`config.mk`:
```
export PLATFORM = sky130hd
export DESIGN_NAME = chip_top
export DESIGN_NICKNAME = d
export VERILOG_FILES = /design/src/chip_pkg.sv /design/src/tag_client.sv /design/src/link_rx.sv /design/src/link_fifo.sv /design/src/link_tx.sv /design/src/chip_top.sv
export SDC_FILE = /design/constraint.sdc
export NUM_CORES = 1
export LEC_CHECK = 0
export BUFFER_PORTS_ARGS = -buffer_cell sky130_fd_sc_hd__buf_2
export CAP_MARGIN = 5
export CORE_ASPECT_RATIO = 1.4
export CORE_MARGIN = 2
export CORE_UTILIZATION = 56
export CTS_BUF_LIST = sky130_fd_sc_hd__clkbuf_4 sky130_fd_sc_hd__clkbuf_8
export CTS_CLUSTER_SIZE = 20
export DETAILED_ROUTE_END_ITERATION = 10
export GPL_TIMING_DRIVEN = 0
export PLACE_DENSITY = 0.78
export SLEW_MARGIN = 20
export SYNTH_ARGS = -nofsm -noshare
export SYNTH_HDL_FRONTEND = slang
export SYNTH_SLANG_ARGS = --single-unit
```
`constraint.sdc`:
```
create_clock -name clk_i -period 2.5 [get_ports clk_i]
set_input_delay 0.125 -clock clk_i [delete_from_list [all_inputs] [get_ports clk_i]]
set_output_delay 0.125 -clock clk_i [all_outputs]
set_load 0.02 [all_outputs]
```
`src/chip_pkg.sv`:
```
package chip_pkg;

  //////////////////////////////
  // Sizes
  //////////////////////////////

  localparam int FLIT_W        = 16;
  localparam int KEY_W         = 12;
  localparam int CREDIT_W      = 4;
  localparam int TAG_PAYLOAD_W = 5;
  localparam int FIFO_DEPTH    = 4;

  localparam int TAG_CNT_W  = $clog2(TAG_PAYLOAD_W);
  localparam int FIFO_PTR_W = $clog2(FIFO_DEPTH);
  localparam int FIFO_CNT_W = $clog2(FIFO_DEPTH + 1);

  //////////////////////////////
  // Flit encodings
  //////////////////////////////

  localparam logic FLIT_KIND_DATA = 1'b0;
  localparam logic FLIT_KIND_CTRL = 1'b1;

  localparam logic [2:0] OP_SET_KEY   = 3'd1;
  localparam logic [2:0] OP_CLEAR_KEY = 3'd2;

  typedef struct packed {
    logic                link_en;
    logic [CREDIT_W-1:0] credit_max;
  } link_cfg_s;

  typedef struct packed {
    logic              kind;
    logic [FLIT_W-2:0] payload;
  } data_flit_s;

  typedef struct packed {
    logic             kind;
    logic [2:0]       opcode;
    logic [KEY_W-1:0] arg;
  } ctrl_flit_s;

  // Same link word, two views selected by the kind bit
  typedef union packed {
    data_flit_s data;
    ctrl_flit_s ctrl;
  } link_flit_u;

  typedef struct packed {
    logic [FLIT_W-1:0] flit;
  } buf_word_s;

endpackage

```
`src/tag_client.sv`:
```
`timescale 1ns/1ns

module tag_client
  (input  logic                clk_i
  ,input  logic                rst_n_i
  ,input  logic                tag_en_i
  ,input  logic                tag_data_i
  ,output chip_pkg::link_cfg_s cfg_o
  );

  import chip_pkg::*;

  logic                     in_frame_q;
  logic [TAG_CNT_W-1:0]     bit_cnt_q;
  logic [TAG_PAYLOAD_W-2:0] shift_q;
  logic                     bit_v;
  logic                     last_bit;

  // Payload bit present this cycle
  assign bit_v    = in_frame_q & tag_en_i;
  assign last_bit = bit_v & (bit_cnt_q == TAG_CNT_W'(TAG_PAYLOAD_W - 1));

  always_ff @(posedge clk_i or negedge rst_n_i)
  begin
    if (!rst_n_i)
    begin
      in_frame_q <= 1'b0;
      bit_cnt_q  <= '0;
      cfg_o      <= '0;
    end
    else if (tag_en_i)
    begin
      if (!in_frame_q)
      begin
        // Start bit opens a frame
        in_frame_q <= tag_data_i;
        bit_cnt_q  <= '0;
      end
      else if (last_bit)
      begin
        in_frame_q <= 1'b0;
        cfg_o      <= link_cfg_s'({shift_q, tag_data_i});
      end
      else
        bit_cnt_q <= bit_cnt_q + 1'b1;
    end
  end

  // MSB first so earlier bits move up
  always_ff @(posedge clk_i)
  begin
    if (bit_v && !last_bit)
      shift_q <= {shift_q[TAG_PAYLOAD_W-3:0], tag_data_i};
  end

endmodule

```
`src/link_rx.sv`:
```
`timescale 1ns/1ns

module link_rx
  (input  logic                 clk_i
  ,input  logic                 rst_n_i
  ,input  chip_pkg::link_cfg_s  cfg_i
  ,input  logic                 link_v_i
  ,input  chip_pkg::link_flit_u link_data_i
  ,output logic                 link_tkn_o
  ,output logic                 out_req_o
  ,input  logic                 out_ack_i
  ,output chip_pkg::buf_word_s  out_word_o
  );

  import chip_pkg::*;

  link_flit_u       flit_q;
  logic             slot_q;
  logic             req_q;
  logic             tkn_q;
  logic [KEY_W-1:0] key_q;
  logic             capture;
  logic             discard;
  logic             is_ctrl;
  logic             ctrl_done;
  logic             data_done;
  data_flit_s       plain;

  //////////////////////////////
  // Receive slot
  //////////////////////////////

  // Single flit slot
  assign capture = link_v_i & ~slot_q & cfg_i.link_en;
  assign discard = link_v_i & ~slot_q & ~cfg_i.link_en;

  assign is_ctrl   = (flit_q.ctrl.kind == FLIT_KIND_CTRL);
  assign ctrl_done = slot_q & is_ctrl;
  assign data_done = req_q & out_ack_i;

  always_ff @(posedge clk_i)
  begin
    if (capture)
      flit_q <= link_data_i;
  end

  always_ff @(posedge clk_i or negedge rst_n_i)
  begin
    if (!rst_n_i)
    begin
      slot_q <= 1'b0;
      req_q  <= 1'b0;
      tkn_q  <= 1'b0;
      key_q  <= '0;
    end
    else
    begin
      // One token per accepted or discarded flit
      tkn_q <= discard | ctrl_done | data_done;

      if (capture)
        slot_q <= 1'b1;
      else if (ctrl_done || data_done)
        slot_q <= 1'b0;

      if (ctrl_done)
      begin
        if (flit_q.ctrl.opcode == OP_SET_KEY)
          key_q <= flit_q.ctrl.arg;
        else if (flit_q.ctrl.opcode == OP_CLEAR_KEY)
          key_q <= '0;
      end

      // Producer side, new req waits for ack low
      if (data_done)
        req_q <= 1'b0;
      else if (slot_q && !is_ctrl && !req_q && !out_ack_i)
        req_q <= 1'b1;
    end
  end

  //////////////////////////////
  // Descramble
  //////////////////////////////

  always_comb
  begin
    plain.kind               = FLIT_KIND_DATA;
    plain.payload            = flit_q.data.payload;
    plain.payload[KEY_W-1:0] = flit_q.data.payload[KEY_W-1:0] ^ key_q;
  end

  assign out_word_o.flit = plain;
  assign out_req_o       = req_q;
  assign link_tkn_o      = tkn_q;

endmodule

```
`src/link_fifo.sv`:
```
`timescale 1ns/1ns

module link_fifo
  (input  logic                clk_i
  ,input  logic                rst_n_i
  ,input  logic                in_req_i
  ,output logic                in_ack_o
  ,input  chip_pkg::buf_word_s in_word_i
  ,output logic                out_req_o
  ,input  logic                out_ack_i
  ,output chip_pkg::buf_word_s out_word_o
  );

  import chip_pkg::*;

  buf_word_s             mem_q [FIFO_DEPTH];
  logic [FIFO_PTR_W-1:0] wr_ptr_q;
  logic [FIFO_PTR_W-1:0] rd_ptr_q;
  logic [FIFO_CNT_W-1:0] count_q;
  logic                  in_ack_q;
  logic                  out_req_q;
  logic                  full;
  logic                  empty;
  logic                  push;
  logic                  pop;

  function automatic logic [FIFO_PTR_W-1:0] ptr_inc(input logic [FIFO_PTR_W-1:0] ptr);
    if (ptr == FIFO_PTR_W'(FIFO_DEPTH - 1))
      return '0;
    return ptr + 1'b1;
  endfunction

  assign full  = (count_q == FIFO_CNT_W'(FIFO_DEPTH));
  assign empty = (count_q == '0);

  // Write on req edge, pop once the consumer acks
  assign push = in_req_i & ~in_ack_q & ~full;
  assign pop  = out_req_q & out_ack_i;

  always_ff @(posedge clk_i or negedge rst_n_i)
  begin
    if (!rst_n_i)
    begin
      wr_ptr_q  <= '0;
      rd_ptr_q  <= '0;
      count_q   <= '0;
      in_ack_q  <= 1'b0;
      out_req_q <= 1'b0;
    end
    else
    begin
      if (push)
        wr_ptr_q <= ptr_inc(wr_ptr_q);
      if (pop)
        rd_ptr_q <= ptr_inc(rd_ptr_q);
      count_q <= count_q + FIFO_CNT_W'(push) - FIFO_CNT_W'(pop);

      //////////////////////////////
      // Input consumer
      //////////////////////////////
      if (push)
        in_ack_q <= 1'b1;
      else if (in_ack_q && !in_req_i)
        in_ack_q <= 1'b0;

      //////////////////////////////
      // Output producer
      //////////////////////////////
      if (pop)
        out_req_q <= 1'b0;
      else if (!out_req_q && !out_ack_i && !empty)
        out_req_q <= 1'b1;
    end
  end

  always_ff @(posedge clk_i)
  begin
    if (push)
      mem_q[wr_ptr_q] <= in_word_i;
  end

  // Head entry stays put while req is high
  assign out_word_o = mem_q[rd_ptr_q];
  assign out_req_o  = out_req_q;
  assign in_ack_o   = in_ack_q;

endmodule

```
`src/link_tx.sv`:
```
`timescale 1ns/1ns

module link_tx
  (input  logic                 clk_i
  ,input  logic                 rst_n_i
  ,input  chip_pkg::link_cfg_s  cfg_i
  ,input  logic                 in_req_i
  ,output logic                 in_ack_o
  ,input  chip_pkg::buf_word_s  in_word_i
  ,output logic                 link_v_o
  ,output chip_pkg::link_flit_u link_data_o
  ,input  logic                 link_tkn_i
  );

  import chip_pkg::*;

  link_cfg_s           cfg_q;
  logic [CREDIT_W-1:0] credit_q;
  logic                in_ack_q;
  logic                v_q;
  link_flit_u          data_q;
  logic                cfg_chg;
  logic                can_send;
  logic                take;

  // A new tag frame shows up as a cfg change
  assign cfg_chg  = (cfg_i != cfg_q);
  assign can_send = cfg_i.link_en & (credit_q != '0) & ~cfg_chg;
  assign take     = in_req_i & ~in_ack_q & can_send;

  always_ff @(posedge clk_i or negedge rst_n_i)
  begin
    if (!rst_n_i)
    begin
      cfg_q    <= '0;
      credit_q <= '0;
      in_ack_q <= 1'b0;
      v_q      <= 1'b0;
    end
    else
    begin
      cfg_q <= cfg_i;
      v_q   <= take;

      //////////////////////////////
      // Credit counter
      //////////////////////////////
      if (cfg_chg)
        credit_q <= cfg_i.credit_max;
      else if (take && !link_tkn_i)
        credit_q <= credit_q - 1'b1;
      else if (link_tkn_i && !take && (credit_q < cfg_i.credit_max))
        credit_q <= credit_q + 1'b1;

      // Consumer side of the buffer handshake
      if (take)
        in_ack_q <= 1'b1;
      else if (in_ack_q && !in_req_i)
        in_ack_q <= 1'b0;
    end
  end

  always_ff @(posedge clk_i)
  begin
    if (take)
      data_q <= in_word_i.flit;
  end

  assign in_ack_o    = in_ack_q;
  assign link_v_o    = v_q;
  assign link_data_o = data_q;

endmodule

```
`src/chip_top.sv`:
```
`timescale 1ns/1ns

module chip_top
  (input  logic                 clk_i
  ,input  logic                 rst_n_i
  ,input  logic                 tag_en_i
  ,input  logic                 tag_data_i
  ,input  logic                 link_v_i
  ,input  chip_pkg::link_flit_u link_data_i
  ,output logic                 link_tkn_o
  ,output logic                 link_v_o
  ,output chip_pkg::link_flit_u link_data_o
  ,input  logic                 link_tkn_i
  );

  import chip_pkg::*;

  link_cfg_s cfg;
  logic      rx_req;
  logic      rx_ack;
  buf_word_s rx_word;
  logic      tx_req;
  logic      tx_ack;
  buf_word_s tx_word;

  //////////////////////////////
  // Configuration
  //////////////////////////////

  tag_client i_tag_client
    (.clk_i      ( clk_i      )
    ,.rst_n_i    ( rst_n_i    )
    ,.tag_en_i   ( tag_en_i   )
    ,.tag_data_i ( tag_data_i )
    ,.cfg_o      ( cfg        )
    );

  //////////////////////////////
  // Link datapath
  //////////////////////////////

  link_rx i_link_rx
    (.clk_i       ( clk_i       )
    ,.rst_n_i     ( rst_n_i     )
    ,.cfg_i       ( cfg         )
    ,.link_v_i    ( link_v_i    )
    ,.link_data_i ( link_data_i )
    ,.link_tkn_o  ( link_tkn_o  )
    ,.out_req_o   ( rx_req      )
    ,.out_ack_i   ( rx_ack      )
    ,.out_word_o  ( rx_word     )
    );

  link_fifo i_link_fifo
    (.clk_i      ( clk_i   )
    ,.rst_n_i    ( rst_n_i )
    ,.in_req_i   ( rx_req  )
    ,.in_ack_o   ( rx_ack  )
    ,.in_word_i  ( rx_word )
    ,.out_req_o  ( tx_req  )
    ,.out_ack_i  ( tx_ack  )
    ,.out_word_o ( tx_word )
    );

  link_tx i_link_tx
    (.clk_i       ( clk_i       )
    ,.rst_n_i     ( rst_n_i     )
    ,.cfg_i       ( cfg         )
    ,.in_req_i    ( tx_req      )
    ,.in_ack_o    ( tx_ack      )
    ,.in_word_i   ( tx_word     )
    ,.link_v_o    ( link_v_o    )
    ,.link_data_o ( link_data_o )
    ,.link_tkn_i  ( link_tkn_i  )
    );

endmodule

```
* After elaboration in Yosys (flattened, before gate mapping)
Memory sizes are Yosys's and may differ from the RTL's. A register that Yosys moved wholly into a read port is not among the register bits.
Index checks and enable logic that the tools add are counted.
** Cells by class
- Add/subtract/negate cells :: 7
- $lt $le $gt $ge :: 1
- Eq/ne operators :: 8
- Muxes and demuxes :: 29
- Bitwise operators :: 23
- Reductions and logical operators :: 33
** Operators with widths (number)
- $mux 12 :: 2
- $mux 1 :: 18
- $and 1x1->1 :: 14
- $mux 4 :: 3
- $reduce_bool 2->1 :: 6
- $xor 12x12->12 :: 1
- $logic_and 1x1->1 :: 11
- $logic_not 1->1 :: 9
- $mux 2 :: 4
- $eq 3x3->1 const B :: 2
- $mux 3 :: 2
- $not 1->1 :: 6
- $ne 5x5->1 :: 1
- $add 2x1->2 const B :: 2
- $add 4x1->4 const B :: 1
- $eq 2x2->1 const B :: 2
- $lt 4x4->1 :: 1
- $reduce_and 2->1 :: 2
- $reduce_bool 4->1 :: 1
- $sub 4x1->4 const B :: 1
- $add 3x1->3 :: 1
- $add 3x1->3 const B :: 1
- $eq 3x1->1 const B :: 1
- $eq 3x2->1 const B :: 1
- other kinds (7) :: 8
** Word-level totals
- Bits in registers :: 80
- RAM bits :: 60
- Output and inout port bits :: 18
- Memories :: 1
** Memories
- i_link_fifo.mem_q :: depth 4, bits a word 15, rd ports 1, clocked after Yosys merged registers in 1, write ports 1, RTL line link_fifo.sv:16 : buf_word_s mem_q [FIFO_DEPTH];

* Longest topological paths before layout
Gate-level depths: netlist (run 1).
- Depth in word-level cells :: 10
- Gate-level depth with buffers :: 11
- Mapped depth without buffers :: 10

* By module
A second synthesis (run 1) with hierarchy kept.
** Unflattened totals
- Cell total of the unflattened synthesis :: 318
- Area total of the unflattened synthesis :: 5725.5 um^2
** Modules (own cells, without submodules)
- link_fifo :: instances 1, cells an instance 128, area each 2849.0 um^2
- link_rx :: instances 1, cells an instance 74, area each 1199.9 um^2
- link_tx :: instances 1, cells an instance 78, area each 1142.3 um^2
- tag_client :: instances 1, cells an instance 38, area each 534.3 um^2

* Worst setup path before layout (run 1)
OpenSTA, ideal clock, no wires.
- Kind :: flip-flop to flip-flop
- Start point :: register i_tag_client.cfg_o[0] (netlist bit)
- End point :: register i_link_tx.credit_q[2]
- Library setup time :: 87 ps
- Arrival :: 2320 ps
- Required time :: 2413 ps
- Slack :: 94 ps
- Cell stages (with the launch flop) :: 12
- Buffers on the path :: 1
- Cell sequence :: dfrtp_1 xnor2_1 nand2_1 or2_2 buf_2 nor3_1 xor2_1 ha_1 o2111ai_1 o21ba_2 or4_1 o211ai_1
** On the way
- Longest elaborated chain between the ends :: 8
** RTL lines
- start, declared :: RTL line tag_client.sv:8 : ,output chip_pkg::link_cfg_s cfg_o
- start signal, assigned :: RTL line tag_client.sv:42 : cfg_o <= link_cfg_s'({shift_q, tag_data_i});
- $ne 5x5->1 :: RTL line link_tx.sv:27 : assign cfg_chg = (cfg_i != cfg_q);
- $not 1->1 :: RTL line link_tx.sv:28 : assign can_send = cfg_i.link_en & (credit_q != '0) & ~cfg_chg;
- $and 1x1->1 :: RTL line link_tx.sv:28
- $and 1x1->1 :: RTL line link_tx.sv:29 : assign take = in_req_i & ~in_ack_q & can_send;
- $logic_not 1->1 :: RTL line link_tx.sv:52 : else if (link_tkn_i && !take && (credit_q < cfg_i.credit_max))
- $logic_and 1x1->1 (2 in series) :: RTL line link_tx.sv:52
- $reduce_bool 3->1 (no line)
- end signal, assigned :: RTL line link_tx.sv:49 : credit_q <= cfg_i.credit_max;
- end signal, assigned :: RTL line link_tx.sv:51 : credit_q <= credit_q - 1'b1;
- end signal, assigned :: RTL line link_tx.sv:53 : credit_q <= credit_q + 1'b1;
- end, declared :: RTL line link_tx.sv:18 : logic [CREDIT_W-1:0] credit_q;
Parallel ways exist; a longest one is shown, timed or not.
A chain may end at the register's enable or synchronous reset.

* Worst setup path after layout (run 1)
- Start point :: register i_link_tx.credit_q[1]
- End point :: register i_link_tx.credit_q[2]
** On the way
- Longest elaborated chain between the ends :: 8
** RTL lines (RTL line)
- $reduce_bool 4->1 :: link_tx.sv:28
- $and 1x1->1 (2 in series) :: link_tx.sv:28
- $and 1x1->1 :: link_tx.sv:29
- $logic_not 1->1 :: link_tx.sv:52
- $logic_and 1x1->1 (2 in series) :: link_tx.sv:52
- $reduce_bool 3->1 (no line)
Parallel ways exist; a longest one is shown, timed or not. The select of a mux whose other input is x is not followed.

==> results.md, run 1 <==
Outcome:
- The flow ran to the end, and the final reports show no timing, DRC or antenna violations.

STA:
- The final critical-path required period is approximately 2.4 ns.
- The headroom to the max-slew limit is a little over two fifths.
- The maximum clock rate is 0.413 GHz.
- Setup violations remaining at the end of the flow were counted as 0.
- The number of max-slew violations in the final report is 0.
- Setup slack closes at ~0.08 ns.
- The number of hold-slack violations in the final timing report is 0.
- The final critical path takes up 96.8% of the cycle.
- The largest clock skew in the final design is 0.0110 ns.
- The hold slack is between 0.2 and 0.25 ns.
- At the pin with the least slew margin, the transition time is between 0.8 and 0.9 ns.

Yosys:
- The share of synthesized registers carrying an async set or reset is 31.7%.
- Synthesis instantiated 45 different standard cells from the library.
- The cell area after technology mapping is approximately 5400 µm².
- The total of warnings raised by yosys is 0.
- The synthesized design contains 95 enable-type register cells.
- Among all flip-flop cells after synthesis, the most frequent one is sky130_fd_sc_hd__edfxtp_1.
- The synthesized net count is roughly 350.
- The post-synthesis sequential area ratio is 73.1%.
- The flip-flop and latch count after synthesis is roughly 140.
- The mean instance size in the synthesized netlist is 17.1 µm².
- The cell count after synthesis came out at approximately 320.

Worst setup path:
- The category of the worst setup path launch point is a flip-flop.
- The data arrival time of the worst path is 2.76 ns.
- STA classifies the critical path endpoint as a flip-flop.
- The type of the worst setup path is flip-flop to flip-flop.
- The delay of the slowest cell on the worst path is approximately 0.48 ns.
- The required time of the worst setup path is 2.84 ns.
- The highest-delay cell along the critical path is sky130_fd_sc_hd__dfrtp_1.
- The signal on the critical path passes through nor4_4, or2_4, nor3_4, xor2_1, ha_2, o2111ai_1, o21ba_4, or4_1, o211ai_1.
- The maximum fanout count along the critical path is 6.

GRT:
- The total global-route track usage is 20.1%.
- The number of global-route vias before repair is approximately 3.1k.
- The number of antenna violations at the first check in global routing is 0.
- The residual overflow from global routing is 0.
- Entering global routing, the biggest net connects 45 pins.
- The first-pass GRT wire length is approximately 15000 µm.

Layout:
- Summing all flip-flop and latch instances after layout gives approximately 4000 µm².
- The area taken by multi-input logic gates is about 1400 µm².
- The net count of the finished layout is approximately 440.
- The layout cell share with drive strength beyond 1 is about 27%.
- The number of standard cells in the layout, taps in and fillers out is 524.
- The number of fill cells in the layout is between 600 and 700.
- The count of antenna diodes in the layout is 0.
- Relative to the synthesized area, the layout overhead comes to 19.2%.
- The finished cells cover between 6000 and 7000 µm².

Floorplanning:
- Pin placement for this block handled 40 I/O pins.
- The number of placement rows is 42.
- The die footprint is approximately 10000 µm².
- The initial cell density of the core is roughly 57%.
- The die boundary width is 87.0 µm.
- From bottom edge to top edge, the die measures ~120 µm.
- The core box area is between 9000 and 10000 µm².

CTS:
- The number of sinks on the clock net is about 140.
- The clock tree from TritonCTS is done.
- The clock buffer count from CTS is 17.
- For the worst-skew pair, the clock arrives at the later sink with an insertion delay of approximately 0.43 ns.
- The clock-pin slew on the worst setup and hold paths is ~0.07 ns.
- The clock tree synthesis step divided the H-tree into 4 levels.
- The master cell of the clock root buffer is sky130_fd_sc_hd__clkbuf_8.
- The largest buffer count on any clock path is 2.

Placement:
- The total half-perimeter wirelength after legalization and detailed placement is approximately 6000 µm.
- The placed instances occupy a cell area of 5750 µm².
- The setup slack after placement is -0.175 ns.
- During placement, the flow inserted port buffers numbering 38.
- The routability congestion estimate from global placement is just under 0.8.
- The instance count after placement with tap cells included is around 470.

Routing:
- Once detail routing completed, the nets flagged for antenna violations numbered 0.
- In the routed layout, each cell is associated on average with a via count of ~5.6.
- In the final routed layout, each cell accounts on average for ~18 µm.
- The detailed-routing iteration count for the pre-antenna-repair pass is 4.
- The final layout contains routed wiring with a total length of just over 9000 µm.
- For this run, design rule violations remaining after detail routing come to 0.
- The number of violations reported at the end of detailed-routing iteration 0 is around 200.
- Across all layers, the routed design uses around 2.9k vias.

Power and ir drop:
- For this design the static power due to leakage is roughly 2.5 nW.
- Dividing total power by cell area gives a power density of 1120 nW/µm².
- VDD sags by at most around 0.00061 V.

Flow run:
- The tool flagged a number of max-cap violations equal to 0.

Min path:
- The type of the worst min-delay path is primary input to asynchronous set/reset pin.
[registers in the layout, summed over array words and instances, names as in the netlist, 2 cells and up]
register                cells
i_link_fifo.wr_ptr_q        2
i_link_fifo.mem_q          60
i_link_fifo.count_q         3
i_link_tx.credit_q          4
i_link_fifo.rd_ptr_q        2
i_link_rx.flit_q           16
i_tag_client.cfg_o          5
i_tag_client.shift_q        4
i_link_tx.cfg_q             5
i_link_tx.link_data_o      15
i_link_rx.key_q            12
i_tag_client.bit_cnt_q      3
[cell type report]
cell class	count	share of cell area [%]
Timing Repair Buffer	68	7.32
Inverter	16	0.932
Clock inverter	12	2.31
Buffer	7	0.505
Clock buffer	19	3.86
Tap cell	110	2.14
Sequential cell	139	61.4
Multi-Input combinational cell	153	21.5
[cells by family (layout without fill, tap and decap cells)]
kind of cell               Yosys count  count (layout)  share of synthesized area (%)
buffers and inverters               24             122                           1.81
adders and majority gates           14              14                           3.38
xor gates and xnor gates            21              21                           3.40
AOI/OAI and AO/OA                   44              44                           6.30
other                                1               1                         0.0694
DFF                                139             139                           73.1
muxes                               16              16                           6.46
and+or+nand+nor                     57              57                           5.46
[Yosys cell counts (2+ instances only)]
library cell	n	share of area [%]
sky130_fd_sc_hd__a31o_2	2	0.32
sky130_fd_sc_hd__nand2b_1	3	0.35
sky130_fd_sc_hd__mux4_2	15	6.2
sky130_fd_sc_hd__a21oi_1	8	0.74
sky130_fd_sc_hd__ha_1	13	3.0
sky130_fd_sc_hd__inv_1	16	1.1
sky130_fd_sc_hd__or2_2	2	0.23
sky130_fd_sc_hd__nand3_1	3	0.28
sky130_fd_sc_hd__xnor2_1	8	1.3
sky130_fd_sc_hd__dfrtp_1	44	20
sky130_fd_sc_hd__a22o_1	12	1.9
sky130_fd_sc_hd__clkbuf_1	4	0.28
sky130_fd_sc_hd__o21ai_0	8	0.74
sky130_fd_sc_hd__nor3_1	3	0.28
sky130_fd_sc_hd__o211ai_1	2	0.28
sky130_fd_sc_hd__nand2_1	19	1.3
sky130_fd_sc_hd__nor2_1	10	0.69
sky130_fd_sc_hd__a21o_1	2	0.28
sky130_fd_sc_hd__xor2_1	13	2.1
sky130_fd_sc_hd__or4_1	2	0.28
sky130_fd_sc_hd__nand4_1	3	0.35
sky130_fd_sc_hd__and2_1	4	0.46
sky130_fd_sc_hd__edfxtp_1	95	53
sky130_fd_sc_hd__buf_2	3	0.28
sky130_fd_sc_hd__or3_1	2	0.23
[path summary, 6_finish.rpt]
path / end / depth (start not counted) / startpoint / slack [ns]
setup / recovery: i_link_tx.credit_q[2] / 9 / i_link_tx.credit_q[1] / 0.08
hold / removal: i_link_tx.credit_q[0] / 2 / rst_n_i / 0.22
setup reg to reg: i_link_tx.credit_q[2] / 9 / i_link_tx.credit_q[1] / 0.08
hold reg to reg: i_link_tx.cfg_q[1] / 0 / i_tag_client.cfg_o[1] / 0.42
max in group asynchronous: i_tag_client.cfg_o[4] / 2 / rst_n_i / 1.84
min in group clk_i: i_link_tx.credit_q[0] / 4 / link_tkn_i / 0.23
[critical path, delay by kind of cell (launching register included)]
| family | cells | cell delay (ns) |
|---|---|---|
| AO/OA/AOI/OAI | 3 | 0.40 |
| XOR/XNOR | 1 | 0.14 |
| adder cells (fa/ha/maj) | 1 | 0.19 |
| flip-flops | 1 | 0.48 |
| AND/OR/NAND/NOR | 4 | 1.12 |
[where the power goes]
group | internal (W) | total (W) | leakage [nW] | switching, W
Sequential | 0.00317 | 0.00351 | 1.41 | 0.000337
Clock | 0.000998 | 0.00180 | 0.198 | 0.000804
Combinational | 0.000876 | 0.00189 | 0.919 | 0.00101
[stage by stage]
step	power [W]	TNS, ns	utilization [%]
after CTS	0.00716	0	67.8
final	0.00720	0	68.5
after detailed placement	0.00529	-0.175	61.1
after global placement	0.00516	-5.96	61.0
after floorplan	0.00480	0	-
after global routing	0.00760	-0.0199	68.5
[what timing repair did]
action,in CTS,in global routing
setup endpoints to repair,1,1
hold endpoints to repair,66,0
setup buffers,3,6
cloned,0,0
pin swaps,0,4
hold buffers,20,0
gates resized for setup,4,4
[per-layer routing]
metal / vias up / GRT usage [%] / wire (µm)
met5: - / 0 / 0
met4: 0 / 6.45 / 72
met3: 5 / 6.08 / 343
met2: 70 / 35.3 / 5200
met1: 1477 / 23.1 / 3740
li1: 1367 / - / -
[cells in the final DEF, fill, tap and decap left out, drive strengths merged, types with 4 or more instances in the layout]
master	netlist	final
and2	4	4
mux4	15	15
edfxtp	95	95
a22o	12	12
a21oi	8	8
o21ai	8	8
clkinv	0	6
dlygate4sd3	0	20
dfrtp	44	44
xnor2	8	8
xor2	13	13
nor2	10	10
inv	16	17
buf	4	51
clkbuf	4	23
ha	13	13
nand2	19	19
(Power assumes the default switching activity.)
==> run 2: changes to the inputs <==
--- a/config.mk
+++ b/config.mk
@@ -9,12 +9,12 @@
 export CAP_MARGIN = 5
 export CORE_ASPECT_RATIO = 1.4
 export CORE_MARGIN = 2
-export CORE_UTILIZATION = 56
+export CORE_UTILIZATION = 63
 export CTS_BUF_LIST = sky130_fd_sc_hd__clkbuf_4 sky130_fd_sc_hd__clkbuf_8
 export CTS_CLUSTER_SIZE = 20
 export DETAILED_ROUTE_END_ITERATION = 10
 export GPL_TIMING_DRIVEN = 0
-export PLACE_DENSITY = 0.78
+export PLACE_DENSITY = 0.83
 export SLEW_MARGIN = 20
 export SYNTH_ARGS = -nofsm -noshare
 export SYNTH_HDL_FRONTEND = slang
==> constraint.sdc (replaced) <==
create_clock -name clk_i -period 2.87 [get_ports clk_i]
set_input_delay 0.1435 -clock clk_i [delete_from_list [all_inputs] [get_ports clk_i]]
set_output_delay 0.1435 -clock clk_i [all_outputs]
set_load 0.02 [all_outputs]
==> run 2 against run 1 <==
Against the previous run: combinational power decreased by 19%; total power decreased by 15%; worst setup slack improved by 0.15 ns; via count decreased by 0.24%; non-clock buffer count decreased by 8; sequential share of layout area increased by 0.94 points; global-route usage increased by 3.0 points; clock power decreased by 14%; worst hold slack got worse by 0.016 ns; critical path type unchanged; maximum frequency decreased by 8.4%; core utilization increased by 6.5 points; clock-buffer cell count unchanged; largest power group unchanged.
==> results.md, run 2 (synthesis results as in run 1) <==
Outcome:
- Run status: complete, no violations (unchanged).

CTS:
- The clock buffer count from CTS is 17 (unchanged).
- The number of sinks on the clock net was 139 (unchanged).
- The clock-pin slew on the worst setup and hold paths came to 0.08 ns (was 0.07 ns).
- The number of setup buffers added after CTS is 0 (was 3).
- The H-tree depth is 4 (unchanged).
- The largest buffer count on any clock path is 2 (unchanged).
- The master cell of the clock root buffer was sky130_fd_sc_hd__clkbuf_8 (unchanged).
- The clock tree from TritonCTS is done (unchanged).
- The source-to-sink clock delay at the later pin of the worst-skew pair is 0.44 ns (was 0.43 ns).

GRT:
- The first-pass GRT wire length was 15100 µm (was 15400 µm).
- The number of antenna violations at the first check in global routing was 0 (unchanged).
- The residual overflow from global routing came to 0 (unchanged).
- The total global-route track usage is 23.1% (was 20.1%).
- The number of global-route vias before repair is 3053 (was 3078).
- The pin count of the biggest net entering global routing came to 45 (unchanged).

Layout:
- The post-synthesis to final-layout area growth is 17.3% (was 19.2%).
- The final net count is 430 (was 438).
- The post-route cell area is 6340 µm² (was 6440 µm²).
- The number of standard cells in the layout, taps in and fillers out is 512 (was 524).
- The number of flip-flops under the largest register name was 60 (unchanged).
- The layout cell share with drive strength beyond 1 is 25.6% (was 27.1%).
- The count of antenna diodes in the layout came to 0 (unchanged).
- The most common cell after layout, fill and taps aside is sky130_fd_sc_hd__edfxtp_1 (unchanged).
- Most frequent cells in the layout: 95 x sky130_fd_sc_hd__edfxtp_1, 44 x sky130_fd_sc_hd__dfrtp_1, 40 x sky130_fd_sc_hd__buf_2, 20 x sky130_fd_sc_hd__dlygate4sd3_1, 19 x sky130_fd_sc_hd__nand2_1 (was 95 x sky130_fd_sc_hd__edfxtp_1, 42 x sky130_fd_sc_hd__dfrtp_1, 39 x sky130_fd_sc_hd__buf_2, 20 x sky130_fd_sc_hd__dlygate4sd3_1, 19 x sky130_fd_sc_hd__nand2_1).
- The largest register by flop count is i_link_fifo.mem_q (unchanged).

Power and ir drop:
- The switching power share of the total came to 30.6% (was 29.9%).
- The maximum resistive drop on vdd is 0.000661 V (was 0.000609 V).
- The power per unit of standard cell area came to 969 nW/µm² (was 1120 nW/µm²).
- The combinational fraction of design power is 24.8% (was 26.2%).
- The power share of the clock group is 25.3% (was 25.0%).
- The internal portion of total power is 0.00426 W (was 0.00505 W).
- The net switching component of the power is 0.00188 W (was 0.00215 W).
- The relative contribution of sequential cells to total power is 49.9% (was 48.7%).
- The standby leakage power is 2.49 nW (was 2.53 nW).

Worst setup path:
- The type of the worst setup path is flip-flop to flip-flop (unchanged).
- The highest-delay cell along the critical path is sky130_fd_sc_hd__dfrtp_1 (unchanged).
- The data arrival time of the worst path is 3.00 ns (was 2.76 ns).
- The endpoint type of the worst setup path is a flip-flop (unchanged).
- The delay of the slowest cell on the worst path came to 0.47 ns (was 0.48 ns).
- The category of cells accounting for the largest share of critical-path delay is simple AND/OR/NAND/NOR gates (unchanged).
- Cells along the critical path: xnor2_1, nand3_1, or2_2, buf_2, nor3_2, xor2_1, ha_1, o2111ai_1, o21ba_2, or4_1, o211ai_1 (was nor4_4, or2_4, nor3_4, xor2_1, ha_2, o2111ai_1, o21ba_4, or4_1, o211ai_1).
- The required time of the worst setup path came to 3.22 ns (was 2.84 ns).
- The number of buffers and inverters on the critical path is 1 (was 0).
- The category of the worst setup path launch point is a flip-flop (unchanged).
- The maximum fanout count along the critical path is 9 (was 6).

Floorplanning:
- The floorplan die height was 114 µm (was 120 µm).
- The core box area was 8460 µm² (was 9410 µm²).
- The die boundary width is 82.3 µm (was 87.0 µm).
- The initial cell density of the core is 63.9% (was 57.5%).
- The die footprint is 9350 µm² (was 10500 µm²).
- The number of placement rows is 40 (was 42).
- The number of top-level pins was 40 (unchanged).

Placement:
- The routability congestion estimate from global placement was 0.807 (was 0.771).
- The placed standard-cell area is 5740 µm² (was 5750 µm²).
- The number of port buffers is 38 (unchanged).
- The total half-perimeter wirelength after legalization and detailed placement came to 5980 µm (was 6030 µm).
- The instance count after placement with tap cells included is 460 (was 465).

STA:
- The final critical-path required period is 2.64 ns (was 2.42 ns).
- The largest clock skew in the final design is 0.0137 ns (was 0.0110 ns).
- The number of hold-slack violations in the final timing report was 0 (unchanged).
- The total of endpoints with negative setup slack in the final report came to 0 (unchanged).
- The summed negative setup slack over all endpoints is 0 ns (unchanged).
- The slew at the pin with the worst max-slew slack is 0.862 ns (was 0.841 ns).
- The portion of the clock cycle consumed by the worst path in the final layout came to 92.1% (was 96.8%).
- The maximum clock rate is 0.378 GHz (was 0.413 GHz).
- The number of max-slew violations in the final report is 0 (unchanged).
- The headroom to the max-slew limit is 42.5% (was 43.9%).

Min path:
- The type of the worst min-delay path is primary input to flip-flop (was primary input to asynchronous set/reset pin).

Flow run:
- The number of maximum-capacitance violations was 0 (unchanged).

Routing:
- The via density per instance is 5.69 (was 5.57).
- The final wirelength came to 9310 µm (was 9360 µm).
- The detailed-routing iteration count for the pre-antenna-repair pass is 4 (unchanged).
- The number of nets still failing antenna checks after routing came to 0 (unchanged).
- The overall via count from detail_route is 2912 (was 2919).
- The wire length per cell is 18.2 µm (was 17.9 µm).
- The number of violations reported at the end of detailed-routing iteration 0 is 171 (was 196).
- The count of unresolved DRC violations after routing is 0 (unchanged).
[run 2: changes by cell type in the layout (fill, tap and decap cells not counted), sizes merged]
cell    delta
inv        +5
bufinv     -1
clkinv     -3
buf        -8
[run 2: area by class of cell]
type | instances | area [µm²]
buffer | 8 | 37.5
clock buffer | 19 | 255
clock inverter | 13 | 139
fill | 488 | 2110
inverter | 16 | 60.1
multi-input combinational | 153 | 1360
sequential | 139 | 3950
tap | 105 | 131
timing repair buffer | 59 | 404
[run 2: path summary, 6_finish.rpt]
path | startpoint | endpoint | slack (ns) | cells after the start
min | link_tkn_i | i_link_tx.credit_q[0] | 0.21 | 4
max reg2reg | i_tag_client.cfg_o[4] | i_link_tx.credit_q[2] | 0.23 | 11
max | i_tag_client.cfg_o[4] | i_link_tx.credit_q[2] | 0.23 | 11
max in group asynchronous | rst_n_i | i_link_tx.credit_q[2] | 2.23 | 2
min in group asynchronous | rst_n_i | i_link_tx.credit_q[0] | 0.24 | 2
min reg2reg | i_tag_client.cfg_o[1] | i_link_tx.cfg_q[1] | 0.43 | 0
[run 2: metrics by stage]
stage / util, % / power (W) / worst slack (ns) / hold slack [ns]
global placement: 67.7 / 0.00450 / 0.0132 / 0.320
CTS: 74.9 / 0.00619 / 0.182 / 0.178
global route: 75.0 / 0.00651 / -0.00366 / 0.226
floorplan: - / 0.00418 / 0.464 / -0.152
finish: 75.0 / 0.00614 / 0.227 / 0.207
detailed placement: 67.9 / 0.00462 / 0.190 / 0.322
[run 2: layer usage]
metal / global-route usage (%) / share of wire (%)
met1: 28.1 / 39
met3: 7.91 / 5.2
met4: 8.22 / 1.6
met2: 38.0 / 54
met5: 0 / 0
[run 2: power groups by stage]
stage / combinational (W) / clock [W] / sequential [W]
3_5_place_dp: 0.00151 / 0 / 0.00310
5_1_grt: 0.00173 / 0.00167 / 0.00312
4_1_cts: 0.00155 / 0.00158 / 0.00306
2_1_floorplan: 0.00114 / 0 / 0.00304
3_3_place_gp: 0.00143 / 0 / 0.00307
6_report: 0.00153 / 0.00155 / 0.00306
[run 2: worst register-to-register path, cell delays in order, from the launching register on]
cell and delay [ns]:
sky130_fd_sc_hd__dfrtp_1 0.47, sky130_fd_sc_hd__xnor2_1 0.18, sky130_fd_sc_hd__nand3_1 0.11, sky130_fd_sc_hd__or2_2 0.28, sky130_fd_sc_hd__buf_2 0.18, sky130_fd_sc_hd__nor3_2 0.18
sky130_fd_sc_hd__xor2_1 0.09, sky130_fd_sc_hd__ha_1 0.20, sky130_fd_sc_hd__o2111ai_1 0.09, sky130_fd_sc_hd__o21ba_2 0.20, sky130_fd_sc_hd__or4_1 0.47, sky130_fd_sc_hd__o211ai_1 0.09
[run 2: timing repair]
item,CTS,global route
gates resized for setup,0,1
hold endpoints to repair,66,0
hold buffers,20,0
setup endpoints to repair,0,1
